[src/isaPkg.sv]
package isaPkg;

    ////////////////////////////////////////////////
    // instruction fields
    ////////////////////////////////////////////////

    localparam int regIdxW = 5;

    // opcodes of the kept subset
    localparam logic [5:0] opR    = 6'h00;
    localparam logic [5:0] opJ    = 6'h02;
    localparam logic [5:0] opBeq  = 6'h04;
    localparam logic [5:0] opAddi = 6'h08;
    localparam logic [5:0] opLw   = 6'h23;
    localparam logic [5:0] opSw   = 6'h2b;

    // funct codes under opR
    localparam logic [5:0] fnAdd = 6'h20;
    localparam logic [5:0] fnSub = 6'h22;
    localparam logic [5:0] fnAnd = 6'h24;
    localparam logic [5:0] fnOr  = 6'h25;
    localparam logic [5:0] fnSlt = 6'h2a;

    ////////////////////////////////////////////////
    // one word, two decodings
    ////////////////////////////////////////////////

    typedef union packed {
        struct packed {
            logic [5:0]         opcode;
            logic [regIdxW-1:0] rs;
            logic [regIdxW-1:0] rt;
            logic [regIdxW-1:0] rd;
            logic [4:0]         shamt;
            logic [5:0]         funct;
        } r;
        // jump target is the low 26 bits of this view
        struct packed {
            logic [5:0]         opcode;
            logic [regIdxW-1:0] rs;
            logic [regIdxW-1:0] rt;
            logic [15:0]        imm16;
        } i;
    } instrWord;

endpackage

[src/pipePkg.sv]
package pipePkg;

    ////////////////////////////////////////////////
    // datapath widths
    ////////////////////////////////////////////////

    localparam int dataW     = 32;
    localparam int wordAddrW = 30;

    // alu operations
    localparam logic [2:0] aluAdd = 3'd0;
    localparam logic [2:0] aluSub = 3'd1;
    localparam logic [2:0] aluAnd = 3'd2;
    localparam logic [2:0] aluOr  = 3'd3;
    localparam logic [2:0] aluSlt = 3'd4;

    // operand source in execute
    localparam logic [1:0] fwdReg = 2'd0;
    localparam logic [1:0] fwdWb  = 2'd1;
    localparam logic [1:0] fwdMem = 2'd2;

    // write-back source
    localparam logic wbAlu = 1'b0;
    localparam logic wbMem = 1'b1;

endpackage

[src/pipeLinks.sv]
// fetch/decode register contents
interface fetchLink;
    logic [pipePkg::dataW-1:0] instr;
    logic [pipePkg::dataW-1:0] pcPlus4;
    modport src (output instr, output pcPlus4);
    modport dst (input instr, input pcPlus4);
endinterface

// branch resolved in execute
interface branchLink;
    logic                      branchTaken;
    logic [pipePkg::dataW-1:0] branchTarget;
    modport src (output branchTaken, output branchTarget);
    modport dst (input branchTaken, input branchTarget);
endinterface

// decode/execute register contents
interface execLink;
    logic [2:0]                 aluOp;
    logic                       useImm;
    logic [pipePkg::dataW-1:0]  opA;
    logic [pipePkg::dataW-1:0]  opB;
    logic [pipePkg::dataW-1:0]  imm;
    logic [isaPkg::regIdxW-1:0] rs;
    logic [isaPkg::regIdxW-1:0] rt;
    logic [isaPkg::regIdxW-1:0] wsel;
    logic                       regWrite;
    logic                       memRead;
    logic                       memWrite;
    logic                       isBranch;
    logic [pipePkg::dataW-1:0]  pcPlus4;
    modport src (output aluOp, useImm, opA, opB, imm, rs, rt, wsel,
                 output regWrite, memRead, memWrite, isBranch, pcPlus4);
    modport dst (input aluOp, useImm, opA, opB, imm, rs, rt, wsel,
                 input regWrite, memRead, memWrite, isBranch, pcPlus4);
endinterface

// execute/memory register contents
interface memLink;
    logic [pipePkg::dataW-1:0]  aluResult;
    logic [pipePkg::dataW-1:0]  storeData;
    logic [isaPkg::regIdxW-1:0] wsel;
    logic                       regWrite;
    logic                       memRead;
    logic                       memWrite;
    modport src (output aluResult, storeData, wsel, regWrite, memRead, memWrite);
    modport dst (input aluResult, storeData, wsel, regWrite, memRead, memWrite);
endinterface

// register-file write port, also the writeback forward
interface wbLink;
    logic                       regWrite;
    logic [isaPkg::regIdxW-1:0] wsel;
    logic [pipePkg::dataW-1:0]  wdata;
    modport src (output regWrite, wsel, wdata);
    modport dst (input regWrite, wsel, wdata);
endinterface

[src/decodeStage.sv]
module decodeStage (
    input  logic                      clk,
    input  logic                      rst_n,
    input  logic                      freeze,
    input  logic                      branchTaken,
    fetchLink.dst                     fromFetch,
    wbLink.dst                        wb,
    execLink.src                      toExec,
    output logic                      jumpTaken,
    output logic                      loadStall,
    output logic [pipePkg::dataW-1:0] jumpTarget
);

    isaPkg::instrWord          ins;
    logic [pipePkg::dataW-1:0] regs [32];
    logic [2:0]                aluOp;
    logic                      useImm;
    logic                      useRd;
    logic                      regWrite;
    logic                      memRead;
    logic                      memWrite;
    logic                      isBranch;
    logic                      isJump;

    assign ins = fromFetch.instr;

    ////////////////////////////////////////////////
    // control decode
    ////////////////////////////////////////////////

    always_comb begin
        aluOp    = pipePkg::aluAdd;
        useImm   = 1'b0;
        useRd    = 1'b0;
        regWrite = 1'b0;
        memRead  = 1'b0;
        memWrite = 1'b0;
        isBranch = 1'b0;
        isJump   = 1'b0;
        case (ins.r.opcode)
            isaPkg::opR: begin
                useRd    = 1'b1;
                regWrite = 1'b1;
                case (ins.r.funct)
                    isaPkg::fnAdd: aluOp = pipePkg::aluAdd;
                    isaPkg::fnSub: aluOp = pipePkg::aluSub;
                    isaPkg::fnAnd: aluOp = pipePkg::aluAnd;
                    isaPkg::fnOr:  aluOp = pipePkg::aluOr;
                    isaPkg::fnSlt: aluOp = pipePkg::aluSlt;
                    // unknown funct is a no-op
                    default: regWrite = 1'b0;
                endcase
            end
            isaPkg::opAddi: begin
                useImm   = 1'b1;
                regWrite = 1'b1;
            end
            isaPkg::opLw: begin
                useImm   = 1'b1;
                regWrite = 1'b1;
                memRead  = 1'b1;
            end
            isaPkg::opSw: begin
                useImm   = 1'b1;
                memWrite = 1'b1;
            end
            isaPkg::opBeq: begin
                aluOp    = pipePkg::aluSub;
                isBranch = 1'b1;
            end
            isaPkg::opJ: isJump = 1'b1;
            default: ;
        endcase
    end

    // load in execute feeding this instruction
    assign loadStall = toExec.memRead && (toExec.wsel != '0) &&
                       ((toExec.wsel == ins.i.rs) || (toExec.wsel == ins.i.rt));

    // a stalled jump waits until decode moves on
    assign jumpTaken  = isJump && !loadStall;
    assign jumpTarget = {fromFetch.pcPlus4[31:28], ins.i.rs, ins.i.rt, ins.i.imm16, 2'b00};

    ////////////////////////////////////////////////
    // register file
    ////////////////////////////////////////////////

    always_ff @(posedge clk) begin
        if (!freeze && wb.regWrite && (wb.wsel != '0)) begin
            regs[wb.wsel] <= wb.wdata;
        end
    end

    // write-through so writeback and decode meet in one cycle
    function automatic logic [pipePkg::dataW-1:0] readReg(input logic [4:0] idx);
        if (idx == '0) begin
            return '0;
        end
        if (wb.regWrite && (wb.wsel == idx)) begin
            return wb.wdata;
        end
        return regs[idx];
    endfunction

    ////////////////////////////////////////////////
    // decode/execute register
    ////////////////////////////////////////////////

    always_ff @(posedge clk or negedge rst_n) begin
        if (!rst_n) begin
            toExec.regWrite <= 1'b0;
            toExec.memRead  <= 1'b0;
            toExec.memWrite <= 1'b0;
            toExec.isBranch <= 1'b0;
        end else if (!freeze) begin
            // bubble on taken branch or load-use
            toExec.regWrite <= regWrite && !branchTaken && !loadStall;
            toExec.memRead  <= memRead && !branchTaken && !loadStall;
            toExec.memWrite <= memWrite && !branchTaken && !loadStall;
            toExec.isBranch <= isBranch && !branchTaken && !loadStall;
        end
    end

    always_ff @(posedge clk) begin
        if (!freeze) begin
            toExec.aluOp   <= aluOp;
            toExec.useImm  <= useImm;
            toExec.opA     <= readReg(ins.i.rs);
            toExec.opB     <= readReg(ins.i.rt);
            toExec.imm     <= {{16{ins.i.imm16[15]}}, ins.i.imm16};
            toExec.rs      <= ins.i.rs;
            toExec.rt      <= ins.i.rt;
            toExec.wsel    <= useRd ? ins.r.rd : ins.i.rt;
            toExec.pcPlus4 <= fromFetch.pcPlus4;
        end
    end

endmodule

[src/executeStage.sv]
module executeStage (
    input  logic  clk,
    input  logic  rst_n,
    input  logic  freeze,
    execLink.dst  fromDecode,
    wbLink.dst    wb,
    memLink.src   toMem,
    branchLink.src branch
);

    logic [1:0]                selA;
    logic [1:0]                selB;
    logic [pipePkg::dataW-1:0] fwdA;
    logic [pipePkg::dataW-1:0] fwdB;
    logic [pipePkg::dataW-1:0] aluB;
    logic [pipePkg::dataW-1:0] aluY;

    ////////////////////////////////////////////////
    // forwarding
    ////////////////////////////////////////////////

    // memory stage is the younger producer
    function automatic logic [1:0] pickFwd(input logic [isaPkg::regIdxW-1:0] src);
        if (src == '0) begin
            return pipePkg::fwdReg;
        end
        if (toMem.regWrite && (toMem.wsel == src)) begin
            return pipePkg::fwdMem;
        end
        if (wb.regWrite && (wb.wsel == src)) begin
            return pipePkg::fwdWb;
        end
        return pipePkg::fwdReg;
    endfunction

    function automatic logic [pipePkg::dataW-1:0] fwdValue(
        input logic [1:0]                sel,
        input logic [pipePkg::dataW-1:0] regVal
    );
        case (sel)
            pipePkg::fwdMem: return toMem.aluResult;
            pipePkg::fwdWb:  return wb.wdata;
            default:         return regVal;
        endcase
    endfunction

    assign selA = pickFwd(fromDecode.rs);
    assign selB = pickFwd(fromDecode.rt);
    assign fwdA = fwdValue(selA, fromDecode.opA);
    assign fwdB = fwdValue(selB, fromDecode.opB);
    assign aluB = fromDecode.useImm ? fromDecode.imm : fwdB;

    ////////////////////////////////////////////////
    // alu and branch
    ////////////////////////////////////////////////

    always_comb begin
        case (fromDecode.aluOp)
            pipePkg::aluSub: aluY = fwdA - aluB;
            pipePkg::aluAnd: aluY = fwdA & aluB;
            pipePkg::aluOr:  aluY = fwdA | aluB;
            pipePkg::aluSlt: aluY = {31'd0, $signed(fwdA) < $signed(aluB)};
            default:         aluY = fwdA + aluB;
        endcase
    end

    assign branch.branchTaken  = fromDecode.isBranch && (fwdA == fwdB);
    assign branch.branchTarget = fromDecode.pcPlus4 +
                                 {fromDecode.imm[pipePkg::dataW-3:0], 2'b00};

    ////////////////////////////////////////////////
    // execute/memory register
    ////////////////////////////////////////////////

    always_ff @(posedge clk or negedge rst_n) begin
        if (!rst_n) begin
            toMem.regWrite <= 1'b0;
            toMem.memRead  <= 1'b0;
            toMem.memWrite <= 1'b0;
        end else if (!freeze) begin
            toMem.regWrite <= fromDecode.regWrite;
            toMem.memRead  <= fromDecode.memRead;
            toMem.memWrite <= fromDecode.memWrite;
        end
    end

    // store data is rt after forwarding
    always_ff @(posedge clk) begin
        if (!freeze) begin
            toMem.aluResult <= aluY;
            toMem.storeData <= fwdB;
            toMem.wsel      <= fromDecode.wsel;
        end
    end

endmodule

[src/instrFetch.sv]
module instrFetch (
    input  logic                          clk,
    input  logic                          rst_n,
    input  logic                          freeze,
    input  logic                          loadStall,
    input  logic                          jumpTaken,
    input  logic [pipePkg::dataW-1:0]     jumpTarget,
    branchLink.dst                        branch,
    fetchLink.src                         toDecode,
    output logic [pipePkg::wordAddrW-1:0] icacheAddr,
    input  logic [pipePkg::dataW-1:0]     icacheRdata
);

    logic [pipePkg::dataW-1:0] pc;
    logic [pipePkg::dataW-1:0] pcPlus4;
    logic [pipePkg::dataW-1:0] nextPc;

    ////////////////////////////////////////////////
    // program counter
    ////////////////////////////////////////////////

    assign pcPlus4 = pc + 'd4;

    // branch in execute is older than a jump in decode
    always_comb begin
        if (branch.branchTaken) begin
            nextPc = branch.branchTarget;
        end else if (jumpTaken) begin
            nextPc = jumpTarget;
        end else begin
            nextPc = pcPlus4;
        end
    end

    always_ff @(posedge clk or negedge rst_n) begin
        if (!rst_n) begin
            pc <= '0;
        end else if (!freeze && !loadStall) begin
            pc <= nextPc;
        end
    end

    assign icacheAddr = pc[pipePkg::dataW-1:2];

    ////////////////////////////////////////////////
    // fetch/decode register
    ////////////////////////////////////////////////

    // all-zero word decodes as a no-op
    always_ff @(posedge clk or negedge rst_n) begin
        if (!rst_n) begin
            toDecode.instr <= '0;
        end else if (!freeze) begin
            if (branch.branchTaken || jumpTaken) begin
                toDecode.instr <= '0;
            end else if (!loadStall) begin
                toDecode.instr <= icacheRdata;
            end
        end
    end

    always_ff @(posedge clk) begin
        if (!freeze && !loadStall) begin
            toDecode.pcPlus4 <= pcPlus4;
        end
    end

endmodule

[src/memWriteback.sv]
module memWriteback (
    input  logic                          clk,
    input  logic                          rst_n,
    input  logic                          freeze,
    memLink.dst                           fromExec,
    wbLink.src                            wb,
    output logic                          dcacheRen,
    output logic                          dcacheWen,
    output logic [pipePkg::wordAddrW-1:0] dcacheAddr,
    output logic [pipePkg::dataW-1:0]     dcacheWdata,
    input  logic [pipePkg::dataW-1:0]     dcacheRdata
);

    logic                      wbSel;
    logic [pipePkg::dataW-1:0] loadData;
    logic [pipePkg::dataW-1:0] aluResult;

    // data cache straight from the memory-stage fields
    assign dcacheRen   = fromExec.memRead;
    assign dcacheWen   = fromExec.memWrite;
    assign dcacheAddr  = fromExec.aluResult[pipePkg::dataW-1:2];
    assign dcacheWdata = fromExec.storeData;

    ////////////////////////////////////////////////
    // memory/writeback register
    ////////////////////////////////////////////////

    always_ff @(posedge clk or negedge rst_n) begin
        if (!rst_n) begin
            wb.regWrite <= 1'b0;
            wbSel       <= pipePkg::wbAlu;
        end else if (!freeze) begin
            wb.regWrite <= fromExec.regWrite;
            wbSel       <= fromExec.memRead ? pipePkg::wbMem : pipePkg::wbAlu;
        end
    end

    always_ff @(posedge clk) begin
        if (!freeze) begin
            wb.wsel   <= fromExec.wsel;
            loadData  <= dcacheRdata;
            aluResult <= fromExec.aluResult;
        end
    end

    assign wb.wdata = (wbSel == pipePkg::wbMem) ? loadData : aluResult;

endmodule

[src/mipsPipeline.sv]
module mipsPipeline (
    input  logic                          clk,
    input  logic                          rst_n,
    output logic                          icacheRen,
    output logic                          icacheWen,
    output logic [pipePkg::wordAddrW-1:0] icacheAddr,
    output logic [pipePkg::dataW-1:0]     icacheWdata,
    input  logic                          icacheStall,
    input  logic [pipePkg::dataW-1:0]     icacheRdata,
    output logic                          dcacheRen,
    output logic                          dcacheWen,
    output logic [pipePkg::wordAddrW-1:0] dcacheAddr,
    output logic [pipePkg::dataW-1:0]     dcacheWdata,
    input  logic                          dcacheStall,
    input  logic [pipePkg::dataW-1:0]     dcacheRdata
);

    logic                      freeze;
    logic                      loadStall;
    logic                      jumpTaken;
    logic [pipePkg::dataW-1:0] jumpTarget;

    fetchLink  fetchBus ();
    branchLink branchBus ();
    execLink   execBus ();
    memLink    memBus ();
    wbLink     wbBus ();

    // either cache stalling holds the whole pipe
    assign freeze = icacheStall | dcacheStall;

    // instruction cache is read-only
    assign icacheRen   = 1'b1;
    assign icacheWen   = 1'b0;
    assign icacheWdata = '0;

    instrFetch instrFetch_inst (
        .clk(clk), .rst_n(rst_n), .freeze(freeze),
        .loadStall(loadStall), .jumpTaken(jumpTaken), .jumpTarget(jumpTarget),
        .branch(branchBus), .toDecode(fetchBus),
        .icacheAddr(icacheAddr), .icacheRdata(icacheRdata)
    );

    decodeStage decodeStage_inst (
        .clk(clk), .rst_n(rst_n), .freeze(freeze),
        .branchTaken(branchBus.branchTaken),
        .fromFetch(fetchBus), .wb(wbBus), .toExec(execBus),
        .jumpTaken(jumpTaken), .loadStall(loadStall), .jumpTarget(jumpTarget)
    );

    executeStage executeStage_inst (
        .clk(clk), .rst_n(rst_n), .freeze(freeze),
        .fromDecode(execBus), .wb(wbBus), .toMem(memBus), .branch(branchBus)
    );

    memWriteback memWriteback_inst (
        .clk(clk), .rst_n(rst_n), .freeze(freeze),
        .fromExec(memBus), .wb(wbBus),
        .dcacheRen(dcacheRen), .dcacheWen(dcacheWen), .dcacheAddr(dcacheAddr),
        .dcacheWdata(dcacheWdata), .dcacheRdata(dcacheRdata)
    );

endmodule

[config.mk]
export PLATFORM = sky130hd
export DESIGN_NAME = mipsPipeline
export DESIGN_NICKNAME = d
export VERILOG_FILES = /design/src/isaPkg.sv /design/src/pipePkg.sv /design/src/pipeLinks.sv /design/src/decodeStage.sv /design/src/executeStage.sv /design/src/instrFetch.sv /design/src/memWriteback.sv /design/src/mipsPipeline.sv
export SDC_FILE = /design/constraint.sdc
export NUM_CORES = 2
export LEC_CHECK = 0
export BUFFER_PORTS_ARGS = -buffer_cell sky130_fd_sc_hd__buf_2
export CELL_PAD_IN_SITES_DETAIL_PLACEMENT = 1
export CELL_PAD_IN_SITES_GLOBAL_PLACEMENT = 2
export CORE_MARGIN = 3
export CORE_UTILIZATION = 40
export CTS_BUF_LIST = sky130_fd_sc_hd__clkbuf_8
export DETAILED_ROUTE_END_ITERATION = 8
export HOLD_SLACK_MARGIN = 0.03
export PLACE_DENSITY = 0.77
export SLEW_MARGIN = 20
export SYNTH_ARGS = -nofsm -noshare
export SYNTH_HDL_FRONTEND = slang
export SYNTH_SLANG_ARGS = --single-unit
[constraint.sdc]
create_clock -name clk -period 6.8 [get_ports clk]
set_clock_uncertainty 0.15 [all_clocks]
set_input_delay 1.36 -clock clk [delete_from_list [all_inputs] [get_ports clk]]
set_output_delay 1.36 -clock clk [all_outputs]
set_load 0.03 [all_outputs]
Yosys cells after proc, flatten, opt, wreduce, memory -nomap -nowiden
Memories as Yosys holds them, arrays and structs flattened. Index checks and enable logic that the tools add are counted. Widths: inputs -> output; s select.

Register bits: 374. Memory bits (writable): 1024. Bits of input ports: 68. Output and inout port bits: 128. Word-level logic and storage cells: 167. Memories kept: 1.

$add $sub $neg: 4. Order comparisons: 1. Equal/unequal tests: 28. Multiplexer cells: 65. Bitwise logic cells: 4. Reductions and logical operators: 37.

Memories: decodeStage_inst.regs (words 32, bits a word 32, rd ports 2, clocked after Yosys merged registers in 0, wr ports 1, RTL line decodeStage.sv:15) `logic [pipePkg::dataW-1:0] regs [32];`.

Operator list (count): $mux 32 (14); $pmux 32 s2 (2); $pmux 32 s4 (1); $add 32x32->32 (2); $eq 6x6->1 const B (7); $eq 5x5->1 (8); $add 32x3->32 const B (1); $and 32x32->32 (1); $eq 32x32->1 (1); $lt 32x32->1 (1); $mux 1 (32); $or 32x32->32 (1); $sub 32x32->32 (1); $mux 2 (12); $logic_and 1x1->1 (21); $logic_not 5->1 (4); $pmux 3 s4 (1); $reduce_bool 5->1 (2); $eq 3x2->1 const B (2); $eq 6x2->1 const B (1); $eq 6x3->1 const B (1); $eq 6x4->1 const B (1); $logic_not 6->1 (1); $pmux 3 s2 (1); 15 further kinds (20).

Longest topological paths before layout
Word-level depth: 16. Depth in mapped cells: 24. Gate-level depth less buffers: 22.

Modules after synthesis
From an unflattened synthesis, not the netlist that was laid out.

Cell total of the unflattened synthesis: 4749. Area, all modules: 71917.7 um^2.

Modules (own cells, without submodules): decodeStage (instances 1, cells each 2615, area an instance 52592.9 um^2, sequential area each 34783.4 um^2); executeStage (instances 1, cells each 1464, area an instance 10984.3 um^2, sequential area each 2147.1 um^2); instrFetch (instances 1, cells each 459, area an instance 4902.2 um^2, sequential area each 2562.5 um^2); memWriteback (instances 1, cells each 174, area an instance 3169.3 um^2, sequential area each 2122.0 um^2); mipsPipeline (instances 1, cells each 37, area an instance 269.0 um^2, sequential area each 0.0 um^2).

Least setup slack after synthesis
Ideal clock, no wire load.

Path kind: input to register. Start point: input port dcacheStall. End point: memory decodeStage_inst.regs[9][0] in the netlist's numbering, enable pin. Library setup time: 0.468 ns. Arrival: 12.945 ns. Required time: 6.182 ns. Slack: -6.763 ns. Stages on the path: 6. Path buffers: 2. Path through: or2_2 -> clkbuf_1 -> inv_1 -> clkbuf_1 -> nand3_1 -> nor3b_1.

Word-level cells in the longest chain between the ends: 6.

Ends and longest elaborated chain: start: declaration (RTL line mipsPipeline.sv:14) `input logic dcacheStall,`; $or 1x1->1 (RTL line mipsPipeline.sv:30) `assign freeze = icacheStall | dcacheStall;`; $logic_not 1->1; $logic_and 1x1->1 (2 in a row) (RTL line decodeStage.sv:89) `if (!freeze && wb.regWrite && (wb.wsel != '0)) begin`; $mux 1 (RTL line decodeStage.sv:89); $mux 1 (implied by the code) (RTL line decodeStage.sv:90) `regs[wb.wsel] <= wb.wdata;`; end: declaration (RTL line decodeStage.sv:15).

Every way passes these cells.

Final worst setup path
Start point: register executeStage_inst.toMem.wsel[2]. End point: register executeStage_inst.toMem.aluResult[28], data pin.

Word-level cells in the longest chain between the ends: 12. Elaborated cells between the ends (all ways): 30. Classes of those cells: add/sub (2); eq/ne (6); mux (18); bitwise (2); reduce/logical (2).

Ends and longest elaborated chain: start: declaration (RTL line pipeLinks.sv:46) `modport src (output aluResult, storeData, wsel, regWrite, memRead, memWrite);`; $eq 5x5->1 (RTL line executeStage.sv:27) `if (toMem.regWrite && (toMem.wsel == src)) begin`; $logic_and 1x1->1 (RTL line executeStage.sv:27); $mux 2 (RTL line executeStage.sv:27); $mux 2 (RTL line executeStage.sv:30) `if (wb.regWrite && (wb.wsel == src)) begin`; $mux 2 (RTL line executeStage.sv:33) `return pipePkg::fwdReg;`; $mux 2 (RTL line executeStage.sv:30); $mux 2 (RTL line executeStage.sv:27); $eq 2x1->1 / $eq 2x2->1 (equally long branches) (RTL line executeStage.sv:40) `case (sel)`; $pmux 32 s2 (RTL line executeStage.sv:40); $mux 32 (RTL line executeStage.sv:51) `assign aluB = fromDecode.useImm ? fromDecode.imm : fwdB;`; $add 32x32->32 (tied with other cells) (RTL line executeStage.sv:63) `default: aluY = fwdA + aluB;`; $pmux 32 s4 * (RTL line executeStage.sv:58) `case (fromDecode.aluOp)`; named net executeStage_inst.aluY, one bit (RTL line executeStage.sv:16) `logic [pipePkg::dataW-1:0] aluY;`; end signal: assignment (RTL line executeStage.sv:90) `toMem.aluResult <= aluY;`; end: declaration (RTL line pipeLinks.sv:46).

Mark *: on every way through the listed nets, which the timed path passes. The rest lies on a longest branch. The select of a mux whose other input is x is not followed. A chain may end at the register's enable or synchronous reset.

==> results <==
- The endpoint identified for the worst register-to-register timing path is executeStage_inst.toMem.aluResult[28].
- The congestion estimate from routability-driven global placement came to 0.920.
- The max-slew violation count was 0.
- The number of cells on the worst reg-to-reg path is 22.
- Ranked by total cell area, the synthesized netlist is headed by sky130_fd_sc_hd__edfxtp_1 56%, sky130_fd_sc_hd__mux4_2 19%, sky130_fd_sc_hd__dfrtp_1 2.5%.
- Setup violations remaining at the end of the flow were counted as 0.
- The die is 425 µm tall.
- The total die area is 0.181 mm².
- The clock tree from TritonCTS is yes.
- The initial antenna violation count is 13.
- The worst setup path is of the reg -> reg kind.
- The static power due to leakage is 26.9 nW.
- The largest stage delay on the critical path is 500 ps.
- The worst setup path is launched from a register.
- Yosys printed 0 warnings.
- After synthesis the netlist holds a flip-flop and latch count of 1392.
- Port buffering added 161 buffers.
- The post-detailed-route count of antenna-violating nets is 0.
- The data arrival at the endpoint of the critical path is 6910 ps.
- The areal power density over the cells is 277 mW/mm².
- The first-pass GRT wire length is 328000 µm.
- The count of unresolved DRC violations after routing is 0.
- The die is 425 µm wide.
- Entering global routing, the biggest net connects 110 pins.
- The critical register-to-register path startpoint is executeStage_inst.toMem.wsel[2].
- The global-route congestion overflow total is 0.
- The maximum VDD drop is 0.265 mV.
- The post-synthesis sequential area ratio is 59.0%.
- The maximum level of the CTS H-tree is 4.
- Measured on the finished design, the core utilization comes to 45.1%.
- After layout, the worst path uses 93.0% of the clock period.
- Setup repair after global routing left no endpoint under its margin.
- The detail-routed via count per cell is 6.17.
- The maximum fanout encountered on the critical timing path is 8.
- The setup check on the worst reg-to-reg path leaves a slack of 470 ps.
- For this block, the initial DRC count from the detailed router was 4998.
- The overall via count from detail_route is 44434.
- The main flop type after synthesis is sky130_fd_sc_hd__edfxtp_1.
- 196 I/O pins were placed.
- The worst setup path is captured at a register.
- For this run, asynchronously set or reset flops after synthesis account for 5.10%.
- The final hold violation count is 0.
- The min-delay analysis places its worst path in the category in -> async.
- The run finished with clean final reports.
- sky130_fd_sc_hd__edfxtp_1 takes more of the synthesized area than any other cell.
- The detailed-route wire length per cell is 31.7 µm.
- The overall routing resource usage is 25.0%.
- The core region area is 0.174 mm².
- The synthesized netlist occupies a cell area of 0.0703 mm².
- The final routed wirelength across all metal layers is 228000 µm.
- The critical-path cell with the highest stage delay is sky130_fd_sc_hd__o21ai_0.
- The total number of nets in the final design is 4890.
- The number of global-route vias before repair is 45701.
- The number of standard cells after synthesis is 4468.
- Summed over all nets, the half-perimeter wirelength after detailed placement is 145000 µm.
- The sink count of the clock tree is 1392.
- The number of clock buffers inserted by TritonCTS is 227.
- Cells with a size suffix above 1 make up 26.5% of the layout.
- The count of standard-cell rows is 153.
- Clock latency on the worst-skew pair, taken at its later pin, is 1010 ps.
- The share of the synthesized area in the top cell type is 56.4%.
- The most critical setup path has its endpoint at executeStage_inst.toMem.aluResult[28].
- The synthesized area per cell is 15.7 µm².
- Max-cap violations in this run came to 0.
- The data required time at the worst endpoint is 7380 ps.
- The CTS root buffer is sky130_fd_sc_hd__clkbuf_8.
- The worst path needs 6330 ps of the cycle, external delays included.
- The critical path goes through xor2_1 -> nor4_1 -> and3_1 -> o21ai_1 -> inv_1 -> ha_1 -> a221o_1 -> nand2_1 -> o21ai_0 -> ha_1 -> inv_1 -> fa_1 -> nor2b_1 -> o21ai_0 -> a2111oi_1 -> o21ai_0 -> nand3_1 -> a31oi_1 -> o221ai_1 -> a21oi_1 -> mux2i_1 -> o211ai_1.
- The area growth from synthesis to final layout is 11.7%.
- Summed over all failing endpoints, the final setup total negative slack is 0 ps.
- Yosys mapped the design onto 82 distinct sky130hd cell types.
- Counting along the longest clock path gives a buffer depth of 3.
- At the pin with the least slew margin, the transition time is 1150 ps.
- In this design, the critical path's most frequently occurring cell is sky130_fd_sc_hd__o21ai_0.
- The number of enable flip-flop cells after synthesis is 1321.
- The clock-pin slew on the worst setup and hold paths is 70 ps.
- The initial utilization of the core area, before any placement, comes to 40.3%.
- The worst pin sits at a relative slew slack of 23.2%.
- The launching instance or port of the critical path is executeStage_inst.toMem.wsel[2].
- Derived from the worst setup path, the maximum achievable clock frequency is 158 MHz.
- The total iterations of the first detailed-routing run is 5.
[worst min-delay path by stage]
stage | start | endpoint | slack, ps | cells past startpoint
after floorplan | instrFetch_inst.toDecode.pcPlus4[10] | decodeStage_inst.toExec.pcPlus4[10] | 250 | 0
after global placement | instrFetch_inst.toDecode.pcPlus4[9] | decodeStage_inst.toExec.pcPlus4[9] | 250 | 0
after detailed placement | instrFetch_inst.toDecode.pcPlus4[4] | decodeStage_inst.toExec.pcPlus4[4] | 260 | 0
after CTS | rst_n | instrFetch_inst.toDecode.instr[9] | 40 | 1
after global routing | rst_n | instrFetch_inst.toDecode.instr[9] | 90 | 1
final | rst_n | instrFetch_inst.pc[12] | 140 | 1
[synth_stat cells, drive strengths merged, types with 5 or more instances]
cell type	n
or3	5
xor2	46
o21a	18
o31a	5
o22ai	55
dfrtp	71
nor2b	30
nand4	16
nor3b	6
nor3	38
a22o	37
and2	11
a31oi	10
a21oi	192
mux2i	157
ha	131
o221ai	7
or4	6
a211oi	58
nand2b	34
mux2	43
nand2	194
a21o	22
o31ai	11
o211ai	19
nor2	293
a211o	5
inv	158
clkbuf	214
and3	14
or2	6
nand3	49
buf	150
mux4	594
nand3b	5
o21ai	199
xnor2	66
a221o	48
o21bai	15
nor4	12
a22oi	21
edfxtp	1321
a221oi	17
[kinds of logic after synthesis]
kind of cell / Yosys count / synth area share (%)
buffers and inverters: 522 / 3.20
other: 2 / 0.0107
and+or+nand+nor: 731 / 4.74
muxes: 794 / 22.0
AOI/OAI and AO/OA: 781 / 7.27
DFF: 1392 / 59.0
adders and majority gates: 134 / 2.42
xor gates and xnor gates: 112 / 1.40
[registers in the layout, indices dropped and copies added, names as in the netlist, 3 cells and up]
name                               count
decodeStage_inst.regs               1024
decodeStage_inst.toExec.aluOp          3
decodeStage_inst.toExec.imm           16
decodeStage_inst.toExec.opA           32
decodeStage_inst.toExec.opB           32
decodeStage_inst.toExec.pcPlus4       30
decodeStage_inst.toExec.rs             5
decodeStage_inst.toExec.rt             5
decodeStage_inst.toExec.wsel           5
executeStage_inst.toMem.aluResult     32
executeStage_inst.toMem.storeData     32
executeStage_inst.toMem.wsel           5
instrFetch_inst.pc                    30
instrFetch_inst.toDecode.instr        32
instrFetch_inst.toDecode.pcPlus4      30
memWriteback_inst.aluResult           32
memWriteback_inst.loadData            32
memWriteback_inst.wb.wsel              5
[placed cells by master, fill, tap and decap left out, types with 47 or more instances in the layout]
cell	count
sky130_fd_sc_hd__nand3_1	47
sky130_fd_sc_hd__nor2_1	271
sky130_fd_sc_hd__clkbuf_8	238
sky130_fd_sc_hd__edfxtp_1	1321
sky130_fd_sc_hd__a21oi_1	191
sky130_fd_sc_hd__mux4_2	594
sky130_fd_sc_hd__ha_1	129
sky130_fd_sc_hd__dfrtp_1	60
sky130_fd_sc_hd__nand2_1	193
sky130_fd_sc_hd__o21ai_0	187
sky130_fd_sc_hd__a211oi_1	58
sky130_fd_sc_hd__buf_4	105
sky130_fd_sc_hd__conb_1	66
sky130_fd_sc_hd__xnor2_1	65
sky130_fd_sc_hd__buf_2	160
sky130_fd_sc_hd__a221o_1	48
sky130_fd_sc_hd__clkinv_1	63
sky130_fd_sc_hd__o22ai_1	55
sky130_fd_sc_hd__mux2i_1	157
sky130_fd_sc_hd__inv_1	225
[per-layer routing]
| layer | track usage (%) | wire (µm) | vias to the layer above | part of all wire [%] |
|---|---|---|---|---|
| met5 | 0 | 0 | - | 0 |
| met4 | 8.91 | 8150 | 0 | 3.6 |
| met2 | 40.3 | 109000 | 2076 | 48 |
| met1 | 34.3 | 93000 | 23561 | 41 |
| li1 | - | - | 18357 | - |
| met3 | 4.45 | 18300 | 440 | 8.0 |
[cell type report]
cell class | count | area [µm²]
fillers | 17093 | 95700
repair buffers | 291 | 2120
clock buffers | 238 | 3280
multi-input cells | 2618 | 27100
clock inverters | 182 | 996
diodes | 3 | 7.51
flip-flops and latches | 1392 | 41500
inverters | 158 | 601
well taps | 2325 | 2910
[where the power goes]
part | switching, W | internal [W] | leakage (nW)
Clock | 0.00355 | 0.00343 | 2.44
Sequential | 0.000452 | 0.00978 | 12.9
Combinational | 0.00266 | 0.00187 | 11.5
Total | 0.00666 | 0.0151 | 26.9
[what timing repair did]
action	CTS	global route
hold buffers	0	0
gates resized for setup	0	8
setup endpoints to repair	0	8
buffers inserted	0	0
[through the flow]
stage | worst slack [ps] | power, W | instance area, µm² | instances | hold slack (ps)
4_1_cts | 356 | 0.0219 | 78500 | 7204 | 43.7
6_report | 473 | 0.0217 | 78500 | 7207 | 137
3_5_place_dp | 346 | 0.0149 | 74200 | 6784 | 256
3_3_place_gp | 469 | 0.0148 | 74200 | 6782 | 251
5_1_grt | 51.3 | 0.0226 | 78500 | 7207 | 87.1
2_1_floorplan | 304 | 0.0133 | 70500 | 4532 | 250
[worst max-delay path, delay by kind of cell (launching register included)]
| family | cells | cell delay [ps] |
|---|---|---|
| AOI/OAI and AO/OA | 10 | 2600 |
| and+or+nand+nor | 5 | 1200 |
| adders and majority gates | 3 | 1120 |
| DFF | 1 | 450 |
| muxes | 1 | 210 |
| xor gates and xnor gates | 1 | 180 |
| buffers and inverters | 2 | 170 |
No activity file was read; power rests on OpenSTA's default activity.
